--- src/source/hyper_front_pkg.sv ---
package hyper_front_pkg;

    // ======================================
    // Widths and sizes
    // ======================================

    localparam int unsigned AddrWidth = 32;
    localparam int unsigned WordWidth = 16;
    localparam int unsigned StrbWidth = WordWidth / 8;
    localparam int unsigned NumChips  = 2;
    localparam int unsigned WBufDepth = 8;
    localparam int unsigned BlenWidth = 16;

    // ======================================
    // Types
    // ======================================

    typedef logic [AddrWidth-1:0] addr_t;
    typedef logic [WordWidth-1:0] word_t;
    typedef logic [StrbWidth-1:0] strb_t;

    // AXI request fields
    typedef logic [7:0] len_t;
    typedef logic [2:0] size_t;
    typedef logic [1:0] burst_t;

    // HyperBus burst length, counted in 16-bit words
    typedef logic [BlenWidth-1:0] blen_t;

    // One-hot chip selects
    typedef logic [NumChips-1:0] cs_t;

    typedef logic [1:0] resp_t;

    // ======================================
    // Encodings
    // ======================================

    localparam burst_t BurstFixed = 2'd0;
    localparam burst_t BurstIncr  = 2'd1;

    localparam resp_t RespOkay   = 2'd0;
    localparam resp_t RespSlvErr = 2'd2;

endpackage

--- src/source/ax_arbiter.sv ---
`timescale 1ns/1ps

module ax_arbiter import hyper_front_pkg::*; (
    input  logic   clk_i,
    input  logic   rst_ni,
    // AR channel
    input  logic   ar_valid_i,
    output logic   ar_ready_o,
    input  addr_t  ar_addr_i,
    input  len_t   ar_len_i,
    input  size_t  ar_size_i,
    input  burst_t ar_burst_i,
    // AW channel
    input  logic   aw_valid_i,
    output logic   aw_ready_o,
    input  addr_t  aw_addr_i,
    input  len_t   aw_len_i,
    input  size_t  aw_size_i,
    input  burst_t aw_burst_i,
    // Held request
    output logic   ax_valid_o,
    input  logic   ax_ready_i,
    output addr_t  ax_addr_o,
    output len_t   ax_len_o,
    output size_t  ax_size_o,
    output burst_t ax_burst_o,
    output logic   ax_write_o
);

    logic   sel_valid, sel_write, spill_ready;
    addr_t  sel_addr;
    len_t   sel_len;
    size_t  sel_size;
    burst_t sel_burst;

    logic   init_done_q;
    logic   a_full_q, b_full_q;
    logic   a_fill, a_drain, b_fill, b_drain;
    addr_t  a_addr_q, b_addr_q;
    len_t   a_len_q, b_len_q;
    size_t  a_size_q, b_size_q;
    burst_t a_burst_q, b_burst_q;
    logic   a_write_q, b_write_q;

    // ======================================
    // Fixed priority, reads first
    // ======================================

    assign sel_valid = ar_valid_i | aw_valid_i;
    assign sel_write = ~ar_valid_i;
    assign sel_addr  = ar_valid_i ? ar_addr_i  : aw_addr_i;
    assign sel_len   = ar_valid_i ? ar_len_i   : aw_len_i;
    assign sel_size  = ar_valid_i ? ar_size_i  : aw_size_i;
    assign sel_burst = ar_valid_i ? ar_burst_i : aw_burst_i;

    assign ar_ready_o = spill_ready;
    assign aw_ready_o = spill_ready & ~ar_valid_i;

    // ======================================
    // Spill register
    // ======================================

    // Not ready until the first cycle out of reset
    assign spill_ready = init_done_q & (~a_full_q | ~b_full_q);

    assign a_fill  = sel_valid & spill_ready;
    assign a_drain = a_full_q & ~b_full_q;
    // Entry A moves to B when the consumer stalls
    assign b_fill  = a_drain & ~ax_ready_i;
    assign b_drain = b_full_q & ax_ready_i;

    always_ff @(posedge clk_i or negedge rst_ni) begin
        if (!rst_ni) begin
            init_done_q <= 1'b0;
            a_full_q    <= 1'b0;
            b_full_q    <= 1'b0;
        end else begin
            init_done_q <= 1'b1;
            if (a_fill || a_drain) begin
                a_full_q <= a_fill;
            end
            if (b_fill || b_drain) begin
                b_full_q <= b_fill;
            end
        end
    end

    always_ff @(posedge clk_i) begin
        if (a_fill) begin
            a_addr_q  <= sel_addr;
            a_len_q   <= sel_len;
            a_size_q  <= sel_size;
            a_burst_q <= sel_burst;
            a_write_q <= sel_write;
        end
        if (b_fill) begin
            b_addr_q  <= a_addr_q;
            b_len_q   <= a_len_q;
            b_size_q  <= a_size_q;
            b_burst_q <= a_burst_q;
            b_write_q <= a_write_q;
        end
    end

    // B holds the older request when full
    assign ax_valid_o = a_full_q | b_full_q;
    assign ax_addr_o  = b_full_q ? b_addr_q  : a_addr_q;
    assign ax_len_o   = b_full_q ? b_len_q   : a_len_q;
    assign ax_size_o  = b_full_q ? b_size_q  : a_size_q;
    assign ax_burst_o = b_full_q ? b_burst_q : a_burst_q;
    assign ax_write_o = b_full_q ? b_write_q : a_write_q;

    // Master keeps a stalled request unchanged
    ar_stable: assert property (@(posedge clk_i) disable iff (!rst_ni)
        ar_valid_i && !ar_ready_o |=>
            ar_valid_i && $stable({ar_addr_i, ar_len_i, ar_size_i, ar_burst_i}))
        else $error("AR request changed while stalled");

    aw_stable: assert property (@(posedge clk_i) disable iff (!rst_ni)
        aw_valid_i && !aw_ready_o |=>
            aw_valid_i && $stable({aw_addr_i, aw_len_i, aw_size_i, aw_burst_i}))
        else $error("AW request changed while stalled");

endmodule

--- src/source/ax_translate.sv ---
`timescale 1ns/1ps

module ax_translate import hyper_front_pkg::*; (
    input  addr_t      ax_addr_i,
    input  len_t       ax_len_i,
    input  size_t      ax_size_i,
    input  logic [4:0] addr_mask_msb_i,
    output addr_t      trans_addr_o,
    output blen_t      trans_burst_o,
    output cs_t        trans_cs_o
);

    addr_t addr_mask;
    logic  chip_bit;

    // ======================================
    // Address masking
    // ======================================

    // Keep only the bits below the mask msb
    assign addr_mask = ~(addr_t'('1) << addr_mask_msb_i);

    // Byte address to 16-bit word address
    assign trans_addr_o = (ax_addr_i & addr_mask) >> 1;

    // ======================================
    // Chip select
    // ======================================

    // The chip is picked by the first bit above the mask
    assign chip_bit = ax_addr_i[addr_mask_msb_i];

    always_comb begin
        trans_cs_o = '0;
        trans_cs_o[chip_bit] = 1'b1;
    end

    // ======================================
    // Burst length
    // ======================================

    // AXI beats minus one, converted to whole 16-bit words
    always_comb begin
        if (ax_size_i == size_t'(0)) begin
            // Byte beats, an odd start address adds one byte in front
            trans_burst_o = ((blen_t'(ax_addr_i[0]) + blen_t'(ax_len_i)) >> 1) + blen_t'(1);
        end else begin
            // One word per beat
            trans_burst_o = blen_t'(ax_len_i) + blen_t'(1);
        end
    end

endmodule

--- src/source/hyper_front.sv ---
`timescale 1ns/1ps

module hyper_front import hyper_front_pkg::*; (
    input  logic       clk_i,
    input  logic       rst_ni,
    // AR channel
    input  logic       ar_valid_i,
    output logic       ar_ready_o,
    input  addr_t      ar_addr_i,
    input  len_t       ar_len_i,
    input  size_t      ar_size_i,
    input  burst_t     ar_burst_i,
    // AW channel
    input  logic       aw_valid_i,
    output logic       aw_ready_o,
    input  addr_t      aw_addr_i,
    input  len_t       aw_len_i,
    input  size_t      aw_size_i,
    input  burst_t     aw_burst_i,
    // W channel
    input  logic       w_valid_i,
    output logic       w_ready_o,
    input  word_t      w_data_i,
    input  strb_t      w_strb_i,
    input  logic       w_last_i,
    // R channel
    output logic       r_valid_o,
    input  logic       r_ready_i,
    output word_t      r_data_o,
    output logic       r_last_o,
    output resp_t      r_resp_o,
    // B channel
    output logic       b_valid_o,
    input  logic       b_ready_i,
    output resp_t      b_resp_o,
    // Transfer descriptor
    output logic       trans_valid_o,
    input  logic       trans_ready_i,
    output logic       trans_write_o,
    output addr_t      trans_addr_o,
    output blen_t      trans_burst_o,
    output cs_t        trans_cs_o,
    output logic       trans_addr_space_o,
    // PHY transmit
    output logic       tx_valid_o,
    input  logic       tx_ready_i,
    output word_t      tx_data_o,
    output strb_t      tx_strb_o,
    output logic       tx_last_o,
    // PHY receive
    input  logic       rx_valid_i,
    output logic       rx_ready_o,
    input  word_t      rx_data_i,
    input  logic       rx_last_i,
    input  logic       rx_error_i,
    // PHY write response
    input  logic       b_phy_valid_i,
    output logic       b_phy_ready_o,
    input  logic       b_error_i,
    // Configuration and status
    input  logic [4:0] addr_mask_msb_i,
    input  logic       addr_space_i,
    output logic       trans_active_o
);

    logic   ax_valid, ax_ready, ax_write;
    addr_t  ax_addr;
    len_t   ax_len;
    size_t  ax_size;
    burst_t ax_burst;

    logic   buf_valid, buf_ready, buf_last;
    logic   rx_done, b_done;

    // ======================================
    // Request path
    // ======================================

    ax_arbiter ax_arbiter_inst (
        .clk_i      (clk_i),
        .rst_ni     (rst_ni),
        .ar_valid_i (ar_valid_i),
        .ar_ready_o (ar_ready_o),
        .ar_addr_i  (ar_addr_i),
        .ar_len_i   (ar_len_i),
        .ar_size_i  (ar_size_i),
        .ar_burst_i (ar_burst_i),
        .aw_valid_i (aw_valid_i),
        .aw_ready_o (aw_ready_o),
        .aw_addr_i  (aw_addr_i),
        .aw_len_i   (aw_len_i),
        .aw_size_i  (aw_size_i),
        .aw_burst_i (aw_burst_i),
        .ax_valid_o (ax_valid),
        .ax_ready_i (ax_ready),
        .ax_addr_o  (ax_addr),
        .ax_len_o   (ax_len),
        .ax_size_o  (ax_size),
        .ax_burst_o (ax_burst),
        .ax_write_o (ax_write)
    );

    ax_translate ax_translate_inst (
        .ax_addr_i       (ax_addr),
        .ax_len_i        (ax_len),
        .ax_size_i       (ax_size),
        .addr_mask_msb_i (addr_mask_msb_i),
        .trans_addr_o    (trans_addr_o),
        .trans_burst_o   (trans_burst_o),
        .trans_cs_o      (trans_cs_o)
    );

    assign trans_write_o      = ax_write;
    assign trans_addr_space_o = addr_space_i;

    // ======================================
    // W path
    // ======================================

    w_buffer w_buffer_inst (
        .clk_i       (clk_i),
        .rst_ni      (rst_ni),
        .w_valid_i   (w_valid_i),
        .w_ready_o   (w_ready_o),
        .w_data_i    (w_data_i),
        .w_strb_i    (w_strb_i),
        .w_last_i    (w_last_i),
        .buf_valid_o (buf_valid),
        .buf_ready_i (buf_ready),
        .buf_data_o  (tx_data_o),
        .buf_strb_o  (tx_strb_o),
        .buf_last_o  (buf_last)
    );

    assign tx_last_o = buf_last;

    // ======================================
    // R and B passthrough
    // ======================================

    assign r_valid_o  = rx_valid_i;
    assign r_data_o   = rx_data_i;
    assign r_last_o   = rx_last_i;
    assign r_resp_o   = rx_error_i ? RespSlvErr : RespOkay;
    assign rx_ready_o = r_ready_i;

    assign b_valid_o     = b_phy_valid_i;
    assign b_resp_o      = b_error_i ? RespSlvErr : RespOkay;
    assign b_phy_ready_o = b_ready_i;

    // Final read beat or write response ends the transfer
    assign rx_done = rx_valid_i & r_ready_i & rx_last_i;
    assign b_done  = b_phy_valid_i & b_ready_i;

    // ======================================
    // Transfer status
    // ======================================

    trans_tracker trans_tracker_inst (
        .clk_i          (clk_i),
        .rst_ni         (rst_ni),
        .ax_valid_i     (ax_valid),
        .ax_ready_o     (ax_ready),
        .ax_write_i     (ax_write),
        .ax_len_i       (ax_len),
        .ax_size_i      (ax_size),
        .ax_burst_i     (ax_burst),
        .ax_addr_i      (ax_addr),
        .trans_valid_o  (trans_valid_o),
        .trans_ready_i  (trans_ready_i),
        .buf_valid_i    (buf_valid),
        .buf_ready_o    (buf_ready),
        .buf_last_i     (buf_last),
        .tx_valid_o     (tx_valid_o),
        .tx_ready_i     (tx_ready_i),
        .rx_done_i      (rx_done),
        .b_done_i       (b_done),
        .trans_active_o (trans_active_o)
    );

endmodule

--- src/source/trans_tracker.sv ---
`timescale 1ns/1ps

module trans_tracker import hyper_front_pkg::*; (
    input  logic   clk_i,
    input  logic   rst_ni,
    // Held request
    input  logic   ax_valid_i,
    output logic   ax_ready_o,
    input  logic   ax_write_i,
    input  len_t   ax_len_i,
    input  size_t  ax_size_i,
    input  burst_t ax_burst_i,
    input  addr_t  ax_addr_i,
    // Descriptor handshake
    output logic   trans_valid_o,
    input  logic   trans_ready_i,
    // W buffer to PHY
    input  logic   buf_valid_i,
    output logic   buf_ready_o,
    input  logic   buf_last_i,
    output logic   tx_valid_o,
    input  logic   tx_ready_i,
    // Transfer ends
    input  logic   rx_done_i,
    input  logic   b_done_i,
    output logic   trans_active_o
);

    logic active_q, engaged_q;
    logic trans_hs, tx_last_hs;

    // One transfer at a time
    assign trans_valid_o = ax_valid_i & ~active_q;
    assign ax_ready_o    = trans_ready_i & ~active_q;
    assign trans_hs      = trans_valid_o & trans_ready_i;

    // W data flows only once the write descriptor went out
    assign tx_valid_o  = buf_valid_i & engaged_q;
    assign buf_ready_o = tx_ready_i & engaged_q;
    assign tx_last_hs  = tx_valid_o & tx_ready_i & buf_last_i;

    // Set wins over clear on the same edge
    always_ff @(posedge clk_i or negedge rst_ni) begin
        if (!rst_ni) begin
            active_q  <= 1'b0;
            engaged_q <= 1'b0;
        end else begin
            if (trans_hs) begin
                active_q <= 1'b1;
            end else if (rx_done_i || b_done_i) begin
                active_q <= 1'b0;
            end
            if (trans_hs && ax_write_i) begin
                engaged_q <= 1'b1;
            end else if (tx_last_hs) begin
                engaged_q <= 1'b0;
            end
        end
    end

    assign trans_active_o = active_q;

    // Supported request shapes
    burst_ok: assert property (@(posedge clk_i) disable iff (!rst_ni)
        trans_hs |-> (ax_burst_i == BurstIncr) ||
                     ((ax_burst_i == BurstFixed) && (ax_len_i == '0)))
        else $error("Unsupported burst type");

    size_ok: assert property (@(posedge clk_i) disable iff (!rst_ni)
        trans_hs |-> ax_size_i <= size_t'(1))
        else $error("Beat size above one word");

    align_ok: assert property (@(posedge clk_i) disable iff (!rst_ni)
        trans_hs && (ax_size_i == size_t'(1)) |-> !ax_addr_i[0])
        else $error("Word access on odd address");

endmodule

--- src/source/w_buffer.sv ---
`timescale 1ns/1ps

module w_buffer import hyper_front_pkg::*; (
    input  logic  clk_i,
    input  logic  rst_ni,
    // AXI W side
    input  logic  w_valid_i,
    output logic  w_ready_o,
    input  word_t w_data_i,
    input  strb_t w_strb_i,
    input  logic  w_last_i,
    // Buffer head
    output logic  buf_valid_o,
    input  logic  buf_ready_i,
    output word_t buf_data_o,
    output strb_t buf_strb_o,
    output logic  buf_last_o
);

    word_t data_mem [WBufDepth];
    strb_t strb_mem [WBufDepth];
    logic  last_mem [WBufDepth];

    logic [$clog2(WBufDepth)-1:0] wr_ptr_q, rd_ptr_q;
    logic [$clog2(WBufDepth):0]   count_q;
    logic push, pop, full;

    assign full      = (count_q == ($clog2(WBufDepth)+1)'(WBufDepth));
    assign w_ready_o = ~full;
    assign push      = w_valid_i & w_ready_o;
    assign pop       = buf_valid_o & buf_ready_i;

    // Pointers wrap naturally at the power of two depth
    always_ff @(posedge clk_i or negedge rst_ni) begin
        if (!rst_ni) begin
            wr_ptr_q <= '0;
            rd_ptr_q <= '0;
            count_q  <= '0;
        end else begin
            if (push) begin
                wr_ptr_q <= wr_ptr_q + 1'b1;
            end
            if (pop) begin
                rd_ptr_q <= rd_ptr_q + 1'b1;
            end
            if (push && !pop) begin
                count_q <= count_q + 1'b1;
            end else if (pop && !push) begin
                count_q <= count_q - 1'b1;
            end
        end
    end

    always_ff @(posedge clk_i) begin
        if (push) begin
            data_mem[wr_ptr_q] <= w_data_i;
            strb_mem[wr_ptr_q] <= w_strb_i;
            last_mem[wr_ptr_q] <= w_last_i;
        end
    end

    // Head is only visible once written, no fall-through
    assign buf_valid_o = (count_q != '0);
    assign buf_data_o  = data_mem[rd_ptr_q];
    assign buf_strb_o  = strb_mem[rd_ptr_q];
    assign buf_last_o  = last_mem[rd_ptr_q];

    no_push_full: assert property (@(posedge clk_i) disable iff (!rst_ni)
        full && !pop |=> $stable(wr_ptr_q) && full)
        else $error("W buffer written while full");

endmodule

--- config.mk ---
export PLATFORM = sky130hd
export DESIGN_NAME = hyper_front
export DESIGN_NICKNAME = d
export VERILOG_FILES = /design/src/source/hyper_front_pkg.sv /design/src/source/ax_arbiter.sv /design/src/source/ax_translate.sv /design/src/source/hyper_front.sv /design/src/source/trans_tracker.sv /design/src/source/w_buffer.sv
export SDC_FILE = /design/constraint.sdc
export NUM_CORES = 1
export LEC_CHECK = 0
export BUFFER_PORTS_ARGS = -buffer_cell sky130_fd_sc_hd__buf_2
export CAP_MARGIN = 20
export CORE_ASPECT_RATIO = 1.1
export CORE_UTILIZATION = 40
export DETAILED_ROUTE_END_ITERATION = 16
export GPL_TIMING_DRIVEN = 1
export MAX_ROUTING_LAYER = met4
export PLACE_DENSITY = 0.71
export SLEW_MARGIN = 25
export SYNTH_ARGS = -nofsm -noshare
export SYNTH_HDL_FRONTEND = slang
export SYNTH_SLANG_ARGS = --single-unit
export TNS_END_PERCENT = 100
--- constraint.sdc ---
create_clock -name clk_i -period 7.21 [get_ports clk_i]
set_input_delay 0.3605 -clock clk_i [delete_from_list [all_inputs] [get_ports clk_i]]
set_output_delay 0.3605 -clock clk_i [all_outputs]
set_load 0.1 [all_outputs]
### Word level (Yosys, flattened, before mapping)

Memory sizes are Yosys's and may differ from the RTL's.
Cells that the tools add are included.

| cells by class | value |
|---|---|
| $add $sub $neg | 7 |
| magnitude comparators | 3 |
| equality and inequality tests | 1 |
| shift-type cells | 1 |
| multiplexer cells | 22 |
| bitwise operators | 29 |
| reduce and logical (&&, ||, !) cells | 14 |

Operator list:

| kind | number |
|---|---|
| 32-bit 2-to-1 mux | 2 |
| 32-bit bitwise AND | 1 |
| 32-bit NOT | 1 |
| 32-bit by 5-bit left shift with 32-bit output (first input constant) | 1 |
| 8-bit by 1-bit adder with 9-bit output (second input constant) | 2 |
| 1-bit bitwise AND | 18 |
| 8-bit 2-to-1 mux | 2 |
| 1-bit by 8-bit adder with 9-bit output | 1 |
| 1-bit 2-to-1 mux | 9 |
| 9-bit 2-to-1 mux | 1 |
| 4-bit 2-to-1 mux | 2 |
| 3-bit by 1-bit adder with 3-bit output (second input constant) | 2 |
| 5-bit by 6-bit less-than comparator with 1-bit output (second input constant) | 1 |
| 3-bit 2-to-1 mux | 2 |
| 1-bit NOT | 6 |
| 2-bit nonzero test | 3 |
| 1-bit binary-select mux with 5-bit select | 1 |
| 4-bit by 1-bit adder with 4-bit output (second input constant) | 1 |
| 4-bit == test (second input constant) | 1 |
| 1-bit logical AND | 4 |
| 2-bit 2-to-1 mux | 2 |
| 4-bit nonzero test | 1 |
| 4-bit by 1-bit subtractor with 4-bit output (second input constant) | 1 |
| 3-bit logical NOT | 1 |
| 6 further kinds | 11 |

| storage, ports and cells | value |
|---|---|
| register bits | 103 |
| bits in writable memories | 152 |
| bits of input ports | 145 |
| memories | 3 |

Memory list:

| memory | words | bits a word | rd ports | clocked after Yosys merged registers in | wr ports | RTL line | source |
|---|---|---|---|---|---|---|---|
| w_buffer_inst.data_mem | 8 | 16 | 1 | 0 | 1 | w_buffer.sv:20 | `word_t data_mem [WBufDepth];` |
| w_buffer_inst.strb_mem | 8 | 2 | 1 | 0 | 1 | w_buffer.sv:21 | `strb_t strb_mem [WBufDepth];` |
| w_buffer_inst.last_mem | 8 | 1 | 1 | 0 | 1 | w_buffer.sv:22 | `logic last_mem [WBufDepth];` |

### Depth between registers and ports, before layout

Gate-level depths: netlist of run 1.

| logic depth | value |
|---|---|
| depth after elaboration | 7 |
| gate-level depth with buffers | 16 |
| depth with buffers taken out | 11 |

### By module

A second synthesis of run 1 with hierarchy kept.

| second synthesis, totals | value |
|---|---|
| cell total of the unflattened synthesis | 692 |
| area, all modules | 11,913.9 um2 |

Modules (own cells, without submodules):

| module | instances | cells an instance | area each (um2) | sequential area each (um2) |
|---|---|---|---|---|
| w_buffer | 1 | 282 | 6,396.1 | 4,814.6 |
| ax_arbiter | 1 | 210 | 4,070.2 | 2,837.7 |
| ax_translate | 1 | 161 | 1,129.8 | 0.0 |
| hyper_front | 1 | 29 | 211.5 | 0.0 |
| trans_tracker | 1 | 10 | 106.4 | 50.0 |

### Worst setup path after synthesis of run 1

Ideal clock, no wire load.

| timing | value |
|---|---|
| kind | reg-to-reg |
| start | reg ax_arbiter_inst.b_full_q |
| end | reg ax_arbiter_inst.b_addr_q[0], enable pin |
| library setup time | 509 ps |
| arrival | 4,546 ps |
| path slack | 2,155 ps |
| cell stages (with the launch flop) | 7 |
| period minus slack after synthesis | 5,055 ps |
| cells stage by stage | dfrtp_1 -> buf_6 -> buf_4 -> buf_2 -> buf_2 -> buf_2 -> nor3b_1 |

| between the ends | value |
|---|---|
| word-level cells in the longest chain between the ends | 3 |

Ends and longest elaborated chain:

| element | RTL line | source |
|---|---|---|
| start, declared | ax_arbiter.sv:37 | `logic a_full_q, b_full_q;` |
| start signal, assigned | ax_arbiter.sv:83 | `b_full_q <= b_fill;` |
| 1-bit NOT | ax_arbiter.sv:67 | `assign a_drain = a_full_q & ~b_full_q;` |
| 1-bit bitwise AND | ax_arbiter.sv:67 |  |
| 1-bit bitwise AND | ax_arbiter.sv:69 | `assign b_fill = a_drain & ~ax_ready_i;` |
| net ax_arbiter_inst.b_fill | ax_arbiter.sv:38 | `logic a_fill, a_drain, b_fill, b_drain;` |
| end signal, assigned | ax_arbiter.sv:97 | `b_addr_q <= a_addr_q;` |
| end, declared | ax_arbiter.sv:39 | `addr_t a_addr_q, b_addr_q;` |

The timed path passes the listed nets, and every way through them passes these cells.
A chain may end at the register's enable or synchronous reset.

### Worst setup path after layout of run 1

| timing | value |
|---|---|
| start | reg ax_arbiter_inst.b_full_q |
| end | out trans_burst_o[6] |

| between the ends | value |
|---|---|
| word-level cells in the longest chain between the ends | 4 |

Ends and longest elaborated chain:

| element | RTL line | source |
|---|---|---|
| 32-bit 2-to-1 mux / 8-bit 2-to-1 mux (equally long branches) | ax_arbiter.sv:107, ax_arbiter.sv:108 |  |
| 1-bit by 8-bit adder with 9-bit output | ax_translate.sv:46 | `trans_burst_o = ((blen_t'(ax_addr_i[0]) + blen_t'(ax_len_i)) >> 1) + blen_t'(1);` |
| 8-bit by 1-bit adder with 9-bit output | ax_translate.sv:46 |  |
| 9-bit 2-to-1 mux (*) | ax_translate.sv:44 | `if (ax_size_i == size_t'(0)) begin` |
| end, declared | hyper_front.sv:41 | `output blen_t trans_burst_o,` |

Mark *: on every way between the ends. The rest lies on a longest branch, timed or not.

==> flow_summary_export.csv, run 1 <==
group,metric,value,unit
sta,maxSlewHeadroom,0.4216,
drt,avgRoutedWirePerCell,19.11,µm
global_routing,grt_first_pass_wirelength,36300,µm
drt,detail_route.iter0.violations,381,
sta,rsz0062_at_grt,"false",
cells_and_area,finish.utilization,0.4779,
floorplan,design.core.area,28630,µm²
floorplan,top_level_ports,247,
worst_hold_path,worstHoldPathType,"input port to flop",
sta,finalMaxSlewViolations,0,
placed_design,post-dp-hpwl,15040,µm
cts,postCtsResizedCells,0,
synth,synth.distinct_cells,55,
sta,setup_viol,0,
synth,syn-instance-count,683,
drt,routed_wire_length,23870,µm
synth,ys_async_sr_fraction,0.05882,
drt,drt_first_pass_iters,5,
sta,fmax,234.4,MHz
cts,ctsRootBufferMaster,"clkbuf_16",
pwr,power_density_over_the_cells,475.7,nW/µm²
pwr,p_total,6.508,mW
drt,remaining_routing_drc_violations,0,
global_routing,grt_pass1_vias,6555,
cts,cts_sinks,255,
cts,clk_transition_reported_paths,0.06,ns
cts,htree_num_levels,1,
cells_and_area,multi_input_comb_area,3640,µm²
placed_design,portBuffers,193,
synth,yosysWarningCount,0,
floorplan,row_count,65,
cts,clock_buffer_count_from_cts,28,
drt,postRouteAntennaNets,0,
cts,cts_tree,"done",
floorplan,initial_core_util,0.4063,
sta,hold_slack,0.07771,ns
synth,yosysSeqAreaShare,0.6519,
setup_path,worstPathRequired,6.85,ns
global_routing,antenna_found_initial,2,
sta,final.setup_skew,0.01678,ns
drt,viasPerCell,5.241,
setup_path,path_max_fanout,54,
cells_and_area,syn_to_final_growth,17.62,%
sta,min_period_over_period,0.5917,
setup_path,timing.critical_path.to_type,"primary output",
cells_and_area,post_route_cells_drive_above_1_share,0.4460,
synth,syn-mean-instance-area,17.03,µm²
cells_and_area,layout.area.seq,7587,µm²
cells_and_area,fin_nets,1012,
global_routing,total_global_routing_track_utilization,0.1645,
job,maximum_capacitance_violations,0,
floorplan,fp.dieW,164.6,µm
cells_and_area,most_common_library_cell_in_the_layout_ignoring_fill_and_taps,"edfxtp_1",
cts,clockBufferDepth,3,
synth,synth_top_flop_cell,"edfxtp_1",
pwr,vdd_drop_max,0.5795,mV
setup_path,arrival,3.91,ns
sta,worst_pin_slew,0.8676,ns
synth,synth_enable_flop_cells,240,
cts,cts_post_setup_buffers_inserted,0,
pwr,leakagePower,5.005,nW
cells_and_area,fill_cells,2417,
sta,shortest_period_the_worst_path_allows,4.267,ns
cts,clk_latency,0.55,ns
synth,post_synth_instance_area,11630,µm²
global_routing,grt_start_max_net_pins,55,
sta,finalSetupTns,0,ns
sta,finalHoldViolCount,0,
status,run_status,"finished clean",
placed_design,place.gp.congestion,0.8721,
synth,ffs_latches_synth,255,
cells_and_area,layout_common_cells,"edfxtp_1 (240), buf_2 (193), mux2_2 (71)",
floorplan,die_height,180.8,µm
setup_path,cp-start-kind,"flop",
global_routing,global_route.overflow_total,0,
drt,dr_vias,6546,
floorplan,fp.dieArea,29760,µm²
setup_path,path_class,"flop to primary output",
[synth_stat cells, types with 3 or more instances]
cell,n,area share
nand3_1,8,0.0034
nand2_1,17,0.0055
buf_2,10,0.0043
buf_1,4,0.0013
nand4_1,3,0.0016
dfrtp_1,15,0.032
nor3b_1,3,0.0019
nor3_1,18,0.0077
nor2_1,31,0.010
a211o_1,3,0.0023
mux2_2,71,0.069
a31oi_1,3,0.0016
edfxtp_1,240,0.62
o21ai_0,15,0.0065
clkbuf_1,20,0.0065
ha_1,7,0.0075
buf_4,37,0.024
inv_1,6,0.0019
nand2b_1,5,0.0027
nor2b_1,3,0.0016
mux4_2,57,0.11
xnor2_1,9,0.0068
mux2i_1,37,0.032
xor2_1,6,0.0045
a21oi_1,18,0.0077
[worst max-delay path: stages, from the launching register on]
cell and delay, ns:
dfrtp_4 0.57, buf_4 0.72, mux2_2 0.45, o32ai_1 0.26
a32o_1 0.21, or3b_1 0.40, nor2_1 0.15, xor2_1 0.15
buf_2 0.44
[state kept, by name (all words and copies together) (netlist names), 4 cells and up]
register and cells:
ax_arbiter_inst.b_len_q 8, w_buffer_inst.strb_mem 16, ax_arbiter_inst.b_addr_q 32, w_buffer_inst.data_mem 128, ax_arbiter_inst.a_len_q 8, w_buffer_inst.last_mem 8
w_buffer_inst.count_q 4, ax_arbiter_inst.a_addr_q 32
[cell families (layout without fill, tap and decap cells)]
group,count (synthesis),count (layout),share of synthesized area
compound gates,56,56,0.03087
simple gates,102,102,0.04411
other cells,2,14,0.0006457
fa+ha+maj,8,8,0.009251
xor+xnor,15,15,0.01130
mux,166,166,0.2121
buf+inv,79,265,0.03980
flops,255,255,0.6519
[routing by layer]
layer | global-route usage | wire length, µm
met1 | 0.2048 | 9943
met2 | 0.2750 | 11850
met3 | 0.03214 | 1639
met4 | 0.03927 | 430
met5 | - | 0
[power by group]
part | total [mW] | internal [mW] | switching [mW]
combinational | 3.07 | 0.825 | 2.25
sequential | 2.08 | 1.95 | 0.137
clock | 1.35 | 0.781 | 0.574
[area by class of cell]
class	count	area share
flip-flops and latches	255	0.5546
multi-input cells	359	0.2661
repair buffers	209	0.07957
clock buffers	29	0.05149
well taps	368	0.03366
clock inverters	21	0.01262
inverters	6	0.001646
diodes	2	0.0003658
[per-stage QoR]
stage	area, µm²	std cells	setup slack (ns)
final	13680	1249	2.943
after global routing	13680	1249	2.658
after CTS	13680	1247	2.915
after detailed placement	12790	1196	3.500
after global placement	12790	1196	3.532
after floorplan	11670	693	2.155
[repair_timing]
action                                  CTS  global route
hold buffers                              1             0
endpoints found under the setup margin    0             0
endpoints found under the hold margin    15             0
[final timing paths]
path	slack [ns]	from	end	cells past startpoint
max	2.94	ax_arbiter_inst.b_full_q	trans_burst_o[6]	8
min	0.08	w_data_i[2]	w_buffer_inst.data_mem[0][2]	1
max reg2reg	4.49	ax_arbiter_inst.b_full_q	ax_arbiter_inst.a_addr_q[31]	4
min reg2reg	0.43	ax_arbiter_inst.a_addr_q[31]	ax_arbiter_inst.b_addr_q[31]	0
max in group asynchronous	6.62	rst_ni	ax_arbiter_inst.b_full_q	2
min in group asynchronous	0.29	rst_ni	trans_tracker_inst.trans_active_o	2
Note: power is estimated with default switching activity, not from simulation.
==> run 2: changes to the inputs <==
--- a/config.mk
+++ b/config.mk
@@ -12,7 +12,7 @@
 export DETAILED_ROUTE_END_ITERATION = 16
 export GPL_TIMING_DRIVEN = 1
 export MAX_ROUTING_LAYER = met4
-export PLACE_DENSITY = 0.71
+export PLACE_DENSITY = 0.73
 export SLEW_MARGIN = 25
 export SYNTH_ARGS = -nofsm -noshare
 export SYNTH_HDL_FRONTEND = slang
==> constraint.sdc (replaced) <==
create_clock -name clk_i -period 3.8 [get_ports clk_i]
set_input_delay 0.19 -clock clk_i [delete_from_list [all_inputs] [get_ports clk_i]]
set_output_delay 0.19 -clock clk_i [all_outputs]
set_load 0.1 [all_outputs]
==> run 2 against run 1 <==
  * First-iteration DRC count down 5.5%
  * Clock-buffer cell count rose by 1
  * Utilization up 4.2 points
  * Global-route usage rose by 1.4 points
  * Clock skew is essentially flat
  * Routed wire length grew 8.7%
  * Non-clock buffer count up 105
  * Clock power increased by 84%
  * Largest cell class unchanged
==> flow_summary_export.csv, run 2 (synthesized netlist as in run 1, its figures left out) <==
group,metric,value,unit
placed_design,place.gp.congestion,0.8843,
worst_hold_path,worst_hold_path.num_cells,2,
setup_path,cp-start-kind,"flop",
setup_path,worstReg2RegStart,"w_buffer_inst.count_q[0]",
setup_path,critical_path.reg2reg.endpoint,"w_buffer_inst.count_q[3]",
cts,clk_latency,0.53,ns
placed_design,post-place-ws,0.5343,ns
drt,dr_vias,7012,
worst_hold_path,worstHoldEndpoint,"ax_arbiter_inst.a_addr_q[28]",
cells_and_area,fin_area,14880,µm²
job,maximum_capacitance_violations,0,
cells_and_area,largest_register_ff_count,128,
placed_design,postPlaceCellArea,12950,µm²
cts,clock_buffer_count_from_cts,27,
floorplan,fp.dieW,164.6,µm
drt,avgRoutedWirePerCell,19.19,µm
cts,cts_sinks,255,
drt,drt_first_pass_iters,4,
global_routing,antenna_found_initial,0,
sta,finalMaxSlewViolations,0,
global_routing,global_route.overflow_total,0,
cts,clockBufferDepth,3,
drt,viasPerCell,5.186,
pwr,power_density_over_the_cells,845.6,nW/µm²
floorplan,fp.dieArea,29760,µm²
drt,postRouteAntennaNets,0,
sta,shortest_period_the_worst_path_allows,3.611,ns
pwr,vdd_drop_max,1.265,mV
drt,routed_wire_length,25950,µm
sta,worst_pin_slew,0.8843,ns
sta,fmax,276.9,MHz
setup_path,setup.reg_to_reg.worst_slack,1.31,ns
worst_hold_path,holdCritStartpoint,"ar_addr_i[28]",
sta,finalHoldViolCount,0,
worst_hold_path,worstHoldPathType,"input port to flop",
drt,detail_route.iter0.violations,360,
cts,clk_transition_reported_paths,0.06,ns
pwr,leakagePower,5.472,nW
global_routing,grt_pass1_vias,7169,
floorplan,row_count,65,
sta,min_period_over_period,0.9503,
sta,worst_slack_setup_final,0.1888,ns
sta,final.setup_skew,0.01650,ns
floorplan,initial_core_util,0.4063,
floorplan,design.core.area,28630,µm²
global_routing,grt_first_pass_wirelength,39140,µm
cells_and_area,max_flop_register,"w_buffer_inst.data_mem",
cts,htree_num_levels,1,
cells_and_area,syn_to_final_growth,27.94,%
floorplan,die_height,180.8,µm
cells_and_area,layout_common_cells,"edfxtp_1 (240), buf_2 (189), dlygate4sd3_1 (105)",
setup_path,rr_worst_depth,10,
status,run_status,"finished clean",
sta,maxSlewHeadroom,0.4105,
setup_path,timing.critical_path.to_type,"primary output",
cells_and_area,layout_top_registers,"w_buffer_inst.data_mem (128), ax_arbiter_inst.a_addr_q (32), ax_arbiter_inst.b_addr_q (32)",
cells_and_area,fin_nets,1116,
floorplan,top_level_ports,247,
cells_and_area,most_common_library_cell_in_the_layout_ignoring_fill_and_taps,"edfxtp_1",
placed_design,post-dp-hpwl,16040,µm
sta,setup_viol,0,
setup_path,arrival,3.42,ns
setup_path,worstPathRequired,3.61,ns
cells_and_area,post_route_cells_drive_above_1_share,0.4100,
setup_path,path_max_fanout,12,
sta,rsz0062_at_grt,"false",
placed_design,numPlacedInstances,1196,
placed_design,portBuffers,193,
global_routing,total_global_routing_track_utilization,0.1781,
cts,ctsRootBufferMaster,"clkbuf_16",
drt,remaining_routing_drc_violations,0,
cells_and_area,post_layout_nonfiller_instances,1352,
global_routing,grt_start_max_net_pins,52,
setup_path,path_class,"flop to primary output",
cts,cts_tree,"done",
-- run 2: report_power, final --
group	total (mW)	switching, mW	internal (mW)
Sequential	4.07	0.374	3.69
Clock	2.49	1.05	1.44
Combinational	6.03	4.26	1.76
-- run 2: timing repair --
item,CTS,global route
endpoints found under the setup margin,1,5
hold buffers,105,0
gates resized for setup,1,5
buffers inserted,0,1
endpoints found under the hold margin,213,0
-- run 2: cell type report --
| cell class | count | area (µm²) |
|---|---|---|
| Fill cell | 2332 | 13750 |
| Inverter | 6 | 22.52 |
| Tap cell | 368 | 460.4 |
| Timing Repair Buffer | 314 | 2222 |
| Antenna cell | 1 | 2.502 |
| Clock inverter | 19 | 152.6 |
| Sequential cell | 255 | 7589 |
| Multi-Input combinational cell | 359 | 3745 |
| Clock buffer | 30 | 686.9 |
-- run 2: routing by layer --
layer	wire length [µm]	global-route usage	up-vias
met3	1559	0.03007	47
met1	10210	0.2095	3543
met5	0	-	-
li1	-	-	3211
met4	552	0.04844	0
met2	13630	0.3118	211
-- run 2: critical path: stages (launching register included) --
cell      delay (ns)
dfrtp_4         0.57
buf_4           0.22
nand4b_1        0.31
a221oi_2        0.48
o21bai_1        0.13
a221oi_2        0.49
nand3b_1        0.20
xor2_2          0.15
clkbuf_4        0.34
-- run 2: through the flow --
stage / utilization / hold slack, ns / TNS, ns / total power, mW
after floorplan: - / -0.1056 / -7.096 / 9.092
after global placement: 0.4524 / 0.1291 / 0 / 9.973
after detailed placement: 0.4524 / 0.1341 / 0 / 10.06
after CTS: 0.5186 / 0.009759 / 0 / 12.70
after global routing: 0.5197 / 0.02065 / 0 / 13.13
final: 0.5198 / 0.03469 / 0 / 12.58
-- run 2: worst max-delay path by stage --
stage / end / startpoint / cells past startpoint / slack (ns)
4_1_cts: trans_burst_o[5] / ax_arbiter_inst.b_full_q / 7 / 0.03
5_1_grt: trans_burst_o[4] / ax_arbiter_inst.b_full_q / 10 / 0.02
3_3_place_gp: trans_burst_o[8] / ax_arbiter_inst.b_full_q / 11 / 0.58
6_report: trans_burst_o[7] / ax_arbiter_inst.b_full_q / 8 / 0.19
2_1_floorplan: trans_burst_o[8] / ax_arbiter_inst.b_full_q / 16 / -0.28
3_5_place_dp: trans_burst_o[8] / ax_arbiter_inst.b_full_q / 11 / 0.53
